===== src/logic/frame_pkg.sv =====
package frame_pkg;

	//////////////////////////////
	// frame field types
	//////////////////////////////

	typedef logic [7:0] byte_t;
	typedef logic [15:0] crc_t;
	typedef logic signed [31:0] setpoint_t;
	typedef logic [7:0] motor_id_t;

	//////////////////////////////
	// frame layout
	//////////////////////////////

	// magic number goes out high byte first
	localparam int MAGIC_LENGTH = 4;
	localparam logic [31:0] STATUS_REQUEST_MAGIC = 32'h1CE1CEBB;
	localparam logic [31:0] SETPOINT_MAGIC = 32'hD0D0D0D0;

	// magic, id, crc
	localparam int STATUS_REQUEST_LENGTH = 7;
	// magic, id, setpoint, crc
	localparam int SETPOINT_LENGTH = 11;
	localparam int MAX_FRAME_LENGTH = 11;
	// wide enough to hold a full frame length
	localparam int INDEX_WIDTH = $clog2(MAX_FRAME_LENGTH + 1);

	// x^16 + x^15 + x^2 + 1, msb first, no reflection, no final xor
	localparam crc_t CRC_POLY = 16'h8005;
	localparam crc_t CRC_INIT = 16'hFFFF;

	// quiet line between two frames
	localparam int GAP_CYCLES = 64;
	localparam int GAP_WIDTH = $clog2(GAP_CYCLES);

endpackage


===== src/logic/uart_pkg.sv =====
package uart_pkg;

	//////////////////////////////
	// 8N1 character timing
	//////////////////////////////

	localparam int CLKS_PER_BIT = 16;
	// start bit, 8 data bits, stop bit
	localparam int BITS_PER_CHAR = 10;

	// counter widths for the serializer
	localparam int BIT_TIMER_WIDTH = $clog2(CLKS_PER_BIT);
	localparam int BIT_INDEX_WIDTH = $clog2(BITS_PER_CHAR);

endpackage


===== src/logic/crc16_engine.sv =====
module crc16_engine (
	input  logic CLK,
	input  logic reset,
	input  logic crc_clear,
	input  logic crc_valid,
	input  frame_pkg::byte_t crc_byte,
	output frame_pkg::crc_t crc
);

	frame_pkg::crc_t crc_next;

	// fold one byte into the register, msb first
	function automatic frame_pkg::crc_t crc_fold(
		input frame_pkg::crc_t crc_in,
		input frame_pkg::byte_t data
	);
		frame_pkg::crc_t c;
		logic feedback;
		c = crc_in;
		for (int i = 7; i >= 0; i--) begin
			feedback = c[15] ^ data[i];
			c = {c[14:0], 1'b0};
			if (feedback) begin
				c = c ^ frame_pkg::CRC_POLY;
			end
		end
		return c;
	endfunction

	always_comb begin
		crc_next = crc_fold(crc, crc_byte);
	end

	// clear wins over a byte in the same cycle
	always_ff @(posedge CLK or posedge reset) begin
		if (reset) begin
			crc <= frame_pkg::CRC_INIT;
		end else if (crc_clear) begin
			crc <= frame_pkg::CRC_INIT;
		end else if (crc_valid) begin
			crc <= crc_next;
		end
	end

endmodule


===== src/logic/uart_tx.sv =====
module uart_tx (
	input  logic CLK,
	input  logic reset,
	input  logic tx_start,
	input  frame_pkg::byte_t tx_byte,
	output logic tx_o,
	output logic tx_enable,
	output logic tx_busy
);

	// data bits lsb first, ones shift in behind them for the stop bit
	frame_pkg::byte_t shift_reg;
	logic [uart_pkg::BIT_TIMER_WIDTH-1:0] bit_timer;
	logic [uart_pkg::BIT_INDEX_WIDTH-1:0] bit_index;

	logic start_char;
	logic bit_end;
	logic last_bit;

	// a start pulse while a character is on the line is dropped
	assign start_char = tx_start && !tx_busy;

	assign bit_end = tx_busy &&
		(bit_timer == (uart_pkg::BIT_TIMER_WIDTH)'(uart_pkg::CLKS_PER_BIT - 1));

	assign last_bit = bit_index == (uart_pkg::BIT_INDEX_WIDTH)'(uart_pkg::BITS_PER_CHAR - 1);

	//////////////////////////////
	// bit timing and line state
	//////////////////////////////

	always_ff @(posedge CLK or posedge reset) begin
		if (reset) begin
			tx_o <= 1'b1;
			tx_enable <= 1'b0;
			tx_busy <= 1'b0;
			bit_timer <= '0;
			bit_index <= '0;
		end else if (start_char) begin
			// start bit goes out on the next clock
			tx_o <= 1'b0;
			tx_enable <= 1'b1;
			tx_busy <= 1'b1;
			bit_timer <= '0;
			bit_index <= '0;
		end else if (tx_busy) begin
			if (bit_end) begin
				bit_timer <= '0;
				if (last_bit) begin
					// release the driver once the stop bit is done
					tx_o <= 1'b1;
					tx_enable <= 1'b0;
					tx_busy <= 1'b0;
				end else begin
					tx_o <= shift_reg[0];
					bit_index <= bit_index + 1'b1;
				end
			end else begin
				bit_timer <= bit_timer + 1'b1;
			end
		end
	end

	//////////////////////////////
	// character shifter
	//////////////////////////////

	always_ff @(posedge CLK) begin
		if (start_char) begin
			shift_reg <= tx_byte;
		end else if (bit_end && !last_bit) begin
			// refill with ones so the stop bit follows the data
			shift_reg <= {1'b1, shift_reg[7:1]};
		end
	end

endmodule


===== src/logic/frame_sequencer.sv =====
module frame_sequencer (
	input  logic CLK,
	input  logic reset,
	input  frame_pkg::motor_id_t motor_id,
	input  frame_pkg::setpoint_t setpoint,
	input  frame_pkg::crc_t crc,
	input  logic tx_busy,
	output logic crc_clear,
	output logic crc_valid,
	output frame_pkg::byte_t crc_byte,
	output logic tx_start,
	output frame_pkg::byte_t tx_byte
);

	// state[1] picks the setpoint frame, state[0] is the send phase
	// counting up walks prep status, send status, prep setpoint, send setpoint
	logic [1:0] state;
	// 0 load buffer, 1 feed crc, 2 let last byte settle, 3 store crc
	logic [1:0] prep_step;
	logic [frame_pkg::INDEX_WIDTH-1:0] buf_index;
	logic [frame_pkg::INDEX_WIDTH-1:0] frame_len;
	logic [frame_pkg::INDEX_WIDTH-1:0] crc_index;
	logic [frame_pkg::GAP_WIDTH-1:0] gap_count;
	logic [8*frame_pkg::MAGIC_LENGTH-1:0] magic;

	frame_pkg::byte_t frame_buf [frame_pkg::MAX_FRAME_LENGTH];

	logic sending;
	logic load_frame;
	logic feed_crc;
	logic store_crc;
	logic issue_byte;
	logic frame_done;

	//////////////////////////////
	// frame selection
	//////////////////////////////

	assign sending = state[0];

	assign frame_len = state[1] ?
		(frame_pkg::INDEX_WIDTH)'(frame_pkg::SETPOINT_LENGTH) :
		(frame_pkg::INDEX_WIDTH)'(frame_pkg::STATUS_REQUEST_LENGTH);

	// crc sits in the last two bytes
	assign crc_index = frame_len - (frame_pkg::INDEX_WIDTH)'(2);

	assign magic = state[1] ? frame_pkg::SETPOINT_MAGIC : frame_pkg::STATUS_REQUEST_MAGIC;

	assign load_frame = !sending && (prep_step == 2'd0);
	assign feed_crc = !sending && (prep_step == 2'd1);
	assign store_crc = !sending && (prep_step == 2'd3);

	// tx_start is still high the cycle before busy rises, so wait on both
	assign issue_byte = sending && (buf_index != frame_len) && !tx_busy && !tx_start;
	assign frame_done = sending && (buf_index == frame_len) && !tx_busy && !tx_start;

	//////////////////////////////
	// control FSM
	//////////////////////////////

	always_ff @(posedge CLK or posedge reset) begin
		if (reset) begin
			state <= 2'd0;
			prep_step <= 2'd0;
			buf_index <= '0;
			gap_count <= '0;
			crc_clear <= 1'b0;
			crc_valid <= 1'b0;
			tx_start <= 1'b0;
		end else begin
			crc_clear <= 1'b0;
			crc_valid <= 1'b0;
			tx_start <= 1'b0;
			if (sending) begin
				if (issue_byte) begin
					tx_start <= 1'b1;
					buf_index <= buf_index + 1'b1;
				end else if (frame_done) begin
					// quiet gap counts from the end of the last stop bit
					if (gap_count == (frame_pkg::GAP_WIDTH)'(frame_pkg::GAP_CYCLES - 1)) begin
						gap_count <= '0;
						buf_index <= '0;
						state <= state + 2'd1;
					end else begin
						gap_count <= gap_count + 1'b1;
					end
				end
			end else begin
				case (prep_step)
					2'd0: begin
						crc_clear <= 1'b1;
						buf_index <= (frame_pkg::INDEX_WIDTH)'(frame_pkg::MAGIC_LENGTH);
						prep_step <= 2'd1;
					end
					2'd1: begin
						// payload runs from the id up to the crc slot
						crc_valid <= 1'b1;
						buf_index <= buf_index + 1'b1;
						if (buf_index + 1'b1 == crc_index) begin
							prep_step <= 2'd2;
						end
					end
					2'd2: begin
						prep_step <= 2'd3;
					end
					default: begin
						buf_index <= '0;
						prep_step <= 2'd0;
						state <= state + 2'd1;
					end
				endcase
			end
		end
	end

	//////////////////////////////
	// frame buffer and byte paths
	//////////////////////////////

	always_ff @(posedge CLK) begin
		if (load_frame) begin
			for (int i = 0; i < frame_pkg::MAGIC_LENGTH; i++) begin
				frame_buf[i] <= magic[8*(frame_pkg::MAGIC_LENGTH-1-i) +: 8];
			end
			frame_buf[frame_pkg::MAGIC_LENGTH] <= motor_id;
			// setpoint is taken once, on entry, high byte first
			if (state[1]) begin
				for (int i = 0; i < $bits(setpoint) / 8; i++) begin
					frame_buf[frame_pkg::MAGIC_LENGTH+1+i] <=
						setpoint[8*($bits(setpoint)/8-1-i) +: 8];
				end
			end
		end
		if (store_crc) begin
			frame_buf[crc_index] <= crc[15:8];
			frame_buf[crc_index + 1'b1] <= crc[7:0];
		end
		if (feed_crc) begin
			crc_byte <= frame_buf[buf_index];
		end
		if (issue_byte) begin
			tx_byte <= frame_buf[buf_index];
		end
	end

endmodule


===== src/logic/motor_link_top.sv =====
module motor_link_top (
	input  logic CLK,
	input  logic reset,
	input  frame_pkg::motor_id_t motor_id,
	input  frame_pkg::setpoint_t setpoint,
	output logic tx_o,
	output logic tx_enable
);

	logic crc_clear;
	logic crc_valid;
	frame_pkg::byte_t crc_byte;
	frame_pkg::crc_t crc;

	logic tx_start;
	logic tx_busy;
	frame_pkg::byte_t tx_byte;

	// builds frames and paces them against the serializer
	frame_sequencer u_frame_sequencer (
		.CLK       (CLK),
		.reset     (reset),
		.motor_id  (motor_id),
		.setpoint  (setpoint),
		.crc       (crc),
		.tx_busy   (tx_busy),
		.crc_clear (crc_clear),
		.crc_valid (crc_valid),
		.crc_byte  (crc_byte),
		.tx_start  (tx_start),
		.tx_byte   (tx_byte)
	);

	crc16_engine u_crc16_engine (
		.CLK       (CLK),
		.reset     (reset),
		.crc_clear (crc_clear),
		.crc_valid (crc_valid),
		.crc_byte  (crc_byte),
		.crc       (crc)
	);

	// half-duplex line, tx_enable steers the driver
	uart_tx u_uart_tx (
		.CLK       (CLK),
		.reset     (reset),
		.tx_start  (tx_start),
		.tx_byte   (tx_byte),
		.tx_o      (tx_o),
		.tx_enable (tx_enable),
		.tx_busy   (tx_busy)
	);

endmodule


===== config.mk =====
export PLATFORM = sky130hd
export DESIGN_NAME = motor_link_top
export DESIGN_NICKNAME = d
export VERILOG_FILES = /design/src/logic/frame_pkg.sv /design/src/logic/uart_pkg.sv /design/src/logic/crc16_engine.sv /design/src/logic/uart_tx.sv /design/src/logic/frame_sequencer.sv /design/src/logic/motor_link_top.sv
export SDC_FILE = /design/constraint.sdc
export NUM_CORES = 1
export LEC_CHECK = 0
export ABC_AREA = 1
export BUFFER_PORTS_ARGS = -buffer_cell sky130_fd_sc_hd__buf_4
export CORE_UTILIZATION = 60
export DETAILED_ROUTE_END_ITERATION = 8
export HOLD_SLACK_MARGIN = 0.06
export PLACE_DENSITY = 0.88
export SLEW_MARGIN = 30
export SYNTH_ARGS = -nofsm -noshare
export SYNTH_HDL_FRONTEND = slang
export SYNTH_SLANG_ARGS = --single-unit

===== constraint.sdc =====
create_clock -name CLK -period 3.9 [get_ports CLK]
set_input_delay 0.585 -clock CLK [delete_from_list [all_inputs] [get_ports CLK]]
set_output_delay 0.585 -clock CLK [all_outputs]
set_load 0.03 [all_outputs]

Yosys cells after proc, flatten, opt, wreduce, memory -nomap -nowiden
Memory sizes are Yosys's and may differ from the RTL's.
Cells that the tools add are included.

storage, ports and cells
  register bits = 68
  memory bits (writable) = 88
  output and inout port bits = 2
  bits of input ports = 42
  memories kept = 1

memory list
  memory                       words  bits a word  read ports  clocked after Yosys merged registers in  wr ports  line                   RTL
  u_frame_sequencer.frame_buf  11     8            1           0                                        9         frame_sequencer.sv:26  frame_pkg::byte_t frame_buf [frame_pkg::MAX_FRAME_LENGTH];

cells by class
  bitwise logic cells = 18
  reductions and logical operators = 32
  multiplexer cells = 65
  equality and inequality tests = 18
  add/subtract/negate cells = 7

operator list
  cell                                                   number
  two-way mux 16 bit                                     10
  two-way mux 4 bit                                      14
  two-way mux 32 bit                                     1
  two-way mux 8 bit                                      4
  two-way mux 1 bit                                      27
  inverter 3 bit                                         8
  adder 4 x 1 -> 4 bit, second input constant            4
  OR reduction 8 bit                                     2
  logical AND 1 bit                                      12
  two-way mux 2 bit                                      6
  case mux 4 bit (3 select lines)                        1
  AND reduction 3 bit                                    4
  nonzero test 2 bit                                     5
  == test 4 bit                                          2
  == test 4 bit, second input constant                   2
  inequality test 2 bit, second input constant           4
  bitwise XOR 1 bit                                      8
  adder 6 x 1 -> 6 bit, second input constant            1
  == test 6 bit, second input constant                   1
  two-way mux 6 bit                                      1
  inequality test 2 x 1 -> 1 bit, second input constant  3
  inequality test 3 bit, second input constant           2
  case mux 2 bit (3 select lines)                        1
  == test 2 bit, second input constant                   2
  other kinds (10)                                       15

Depth between registers and ports, before layout
  depth in word-level cells = 18
  mapped depth = 17
  gate-level depth less buffers = 17

By module
Synthesis repeated with hierarchy kept, for this count alone.

second synthesis, totals
  cells, all modules = 571
  area, all modules = 6068.3 µm²

by module, submodules not included
  module           sequential area each (µm²)  times used  cells each  area each (µm²)
  frame_sequencer  2647.5                      1           339         4051.4
  crc16_engine     420.4                       1           133         1103.6
  uart_tx          516.7                       1           99          913.4

Worst setup path before layout
Ideal clock, no wire load.

  kind = reg2reg
  start point = reg u_frame_sequencer.prep_step[0]
  end point = mem u_frame_sequencer.frame_buf[5][0] (netlist bit) (enable)
  required time = 3.489 ns
  setup time = 0.411 ns
  cell stages (with the launch flop) = 7
  arrival = 2.540 ns
  slack = 0.948 ns
  buffers on the path = 0
  path through = dfrtp_1 inv_1 ha_1 inv_1 nor2_1 inv_1 o21ai_0

RTL lines
  item                    line                    RTL
  start, declared         frame_sequencer.sv:19   logic [1:0] prep_step;
  start signal, assigned  frame_sequencer.sv:65   prep_step <= 2'd0;
  start signal, assigned  frame_sequencer.sv:94   prep_step <= 2'd1;
  start signal, assigned  frame_sequencer.sv:101  prep_step <= 2'd2;
  end, declared           frame_sequencer.sv:26

Final worst setup path
  start point = reg u_frame_sequencer.buf_index[0] (netlist bit)
  end point = reg u_frame_sequencer.prep_step[0]

on the way
  word-level cells in the longest chain between the ends = 4

RTL lines
  item                             line                    RTL
  start, declared                  frame_sequencer.sv:20   logic [frame_pkg::INDEX_WIDTH-1:0] buf_index;
  start signal, assigned           frame_sequencer.sv:78   buf_index <= buf_index + 1'b1;
  start signal, assigned           frame_sequencer.sv:93   buf_index <= (frame_pkg::INDEX_WIDTH)'(frame_pkg::MAGIC_LENGTH);
  start signal, assigned           frame_sequencer.sv:99   buf_index <= buf_index + 1'b1;
  adder 4 x 1 -> 4 bit             frame_sequencer.sv:100  if (buf_index + 1'b1 == crc_index) begin
  == test 4 bit                    frame_sequencer.sv:100
  inequality test 2 bit (no line)  --
  AND reduction 2 bit (no line)    --
  end signal, assigned             frame_sequencer.sv:101
  end signal, assigned             frame_sequencer.sv:105  prep_step <= 2'd3;
  end signal, assigned             frame_sequencer.sv:109  prep_step <= 2'd0;

Every way passes these cells.
A chain may end at the register's enable or synchronous reset.

==> impl_metrics.json <==
{
  "status": "complete, no violations",
  "holdBufCountCts": 0,
  "drtPass1Iterations": 7,
  "drive_gt1_share_pct": 18.8,
  "synth_edf_count": 82,
  "synthFlopType": "edfxtp_1",
  "drcViolationCount": 0,
  "skew_ns": 0.0109,
  "core.rowCount": 35,
  "top_regs": "u_frame_sequencer.frame_buf: 58 flops, u_crc16_engine.crc: 16 flops",
  "cts_root_buf": "clkbuf_8",
  "grt_max_degree": 45,
  "synth_top_area_share_pct": 43.3,
  "drt_wl_total_microns": 14200,
  "crit_top_cell": "nand2_1",
  "cts_buffer_depth": 2,
  "hold_class": "in2async",
  "postSynthAreaPerCell_sq_um": 10.2,
  "cp_max_fo": 36,
  "clock_latency_ns": 0.53,
  "yosysTopAreaCell": "edfxtp_1",
  "area_growth_pct": 17.8,
  "place_inst": 703,
  "cts_sinks": 126,
  "place_congestion": 0.899,
  "layout_worst_path_cycle_share_pct": 67.4,
  "antenna_found_initial": 0,
  "largest_reg_flops": 58,
  "cts_made_buffers": 17,
  "syn_area_sq_um": 5690,
  "fin_crit_ns": 2.63,
  "crit_slowest_cell": "clkinv_1",
  "hold_viol_final": 0,
  "cp-start-kind": "flip-flop",
  "groute.usage.overall_pct": 30.9,
  "vias": 4475,
  "crit_chain": "clkinv_1, ha_1, nand2_1, nand2_1, nand2_1, nor3_1, a21oi_1",
  "cts_setup_buffers": 0,
  "yosys_warnings": 0,
  "cp.required_ns": 4.34,
  "grt_first_pass_wirelength_microns": 22400,
  "drt_iter0_markers": 417,
  "die_w_microns": 99.4,
  "cp-end-kind": "flip-flop",
  "coreArea_sq_um": 9200,
  "regMostFlops": "u_frame_sequencer.frame_buf",
  "crit_arrival_ns": 3.07,
  "stdcell_count": 735,
  "ios": 44,
  "worstSetupPathType": "reg2reg",
  "port_buffers": 43,
  "max_slew_margin_pct": 43.2,
  "cts_tree": "yes",
  "ys_types": 37,
  "drv_slew": 0,
  "die_y_microns": 99.4,
  "final.setup.tns_ns": 0,
  "grt_overflow_total": 0,
  "vias_per_cell": 6.09,
  "clkTransAtPathRegs_ns": 0.05,
  "h-tree-depth": 4,
  "grt_pass1_vias": 4400,
  "synth_area_leaders": "edfxtp_1 (43%), dfrtp_1 (12%), nand2_1 (8.4%), dfstp_2 (7.9%), o21ai_0 (4.0%)",
  "power_leakage_nw": 2.84,
  "worstMarginPinSlew_ns": 0.850,
  "floorplan.initialDensity_pct": 61.9,
  "max-vdd-ir-drop_uv": 284,
  "fin_nets": 664,
  "ant_nets": 0,
  "synth.yosys.seq_area_share_pct": 63.0,
  "fmax_mhz": 380,
  "setup_violations": 0,
  "dieArea_sq_um": 9880,
  "diodes": 0,
  "wl_per_cell_microns": 19.3,
  "synth-seq-cells": 126,
  "cap_violations": 0,
  "cts_resized": 0,
  "dp_hpwl_microns": 9130,
  "syn_inst": 557,
  "rsz0062_at_grt": "false",
  "power.density_nw_per_um2": 446,
  "async_reset_ff_share_pct": 34.9,
  "cpPeakStageDelay_ns": 0.84,
  "layout_commonest_cell": "nand2_1",
  "syn-num-nets": 610,
  "layout_common_cells": "nand2_1 (127), edfxtp_1 (82), inv_1 (55), buf_4 (50), nor2_1 (47)"
}
## kinds of logic after synthesis
kind of cell	count (synthesis)	synth area share [%]
simple gates	231	17.3
flops	126	63.0
compound gates	95	9.94
buf+inv	81	5.37
xor+xnor	13	2.00
fa+ha+maj	11	2.42
## through the flow
| step | setup slack [ns] | power [mW] | hold WS [ns] | cell area (sq um) | util [%] |
|---|---|---|---|---|---|
| 6_report | 1.27 | 2.99 | 0.210 | 6700 | 72.9 |
| 5_1_grt | 0.981 | 3.05 | 0.211 | 6700 | 72.9 |
| 4_1_cts | 1.35 | 2.99 | 0.210 | 6700 | 72.8 |
| 3_5_place_dp | 1.42 | 1.57 | 0.458 | 6150 | 66.9 |
| 3_3_place_gp | 1.53 | 1.56 | 0.453 | 6150 | 66.8 |
| 2_1_floorplan | 0.948 | 1.52 | 0.434 | 5690 | - |
## critical path, delay by kind of cell (launching register included)
family	cells	cell delay (ns)
adders and majority gates	1	0.51
DFF	1	0.70
buffers and inverters	1	0.84
AOI/OAI and AO/OA	1	0.15
and+or+nand+nor	4	0.35
## power breakdown
part           total, mW  switching, mW  leakage (nW)  internal (mW)
clock network       1.44          0.566         0.273          0.871
logic             0.0954         0.0512          1.34         0.0442
registers           1.45         0.0117          1.23           1.44
## final cells by class
type,instances,area (sq um)
multi-input cells,350,1810
inverters,66,248
well taps,111,139
repair buffers,50,375
fillers,551,2500
flip-flops and latches,126,3580
clock inverters,9,57.6
clock buffers,23,489
## cells in the mapped netlist (2+ instances only)
master    instances
dfstp_2          17
nor2_1           50
xnor2_1           5
o311ai_0          4
a22oi_1           8
nand3_1          43
nand2_2           2
o211ai_1          6
edfxtp_1         82
a21oi_1          12
a31oi_1           2
dfrtp_1          27
clkbuf_1         14
o31ai_1           3
o21ai_0          46
inv_2             9
o22ai_1           2
nor2_4            2
nand2_1         127
ha_1             11
xor2_1            8
o21ai_1           5
a32oi_1           3
inv_1            56
## final timing paths
check / start / slack (ns) / cells past startpoint / to
min in group CLK: motor_id[6] / 0.23 / 1 / u_frame_sequencer.frame_buf[4][6]
max in group asynchronous: reset / 3.29 / 3 / u_frame_sequencer.buf_index[3]
setup reg to reg: u_frame_sequencer.buf_index[0] / 1.27 / 7 / u_frame_sequencer.prep_step[0]
setup / recovery: u_frame_sequencer.buf_index[0] / 1.27 / 7 / u_frame_sequencer.prep_step[0]
hold / removal: reset / 0.21 / 3 / u_frame_sequencer.gap_count[1]
hold reg to reg: u_uart_tx.bit_index[3] / 0.47 / 1 / u_uart_tx.bit_index[3]
## layer usage
layer / share of wire (%) / up-vias / track usage (%) / wire length [microns]
li1: - / 2001 / - / -
met1: 38 / 2051 / 39.4 / 5390
met2: 47 / 364 / 49.7 / 6710
met3: 11 / 59 / 7.59 / 1530
met4: 3.7 / 0 / 15.3 / 529
met5: 0 / - / 0 / 0
Power figures use the tool's default switching activity.
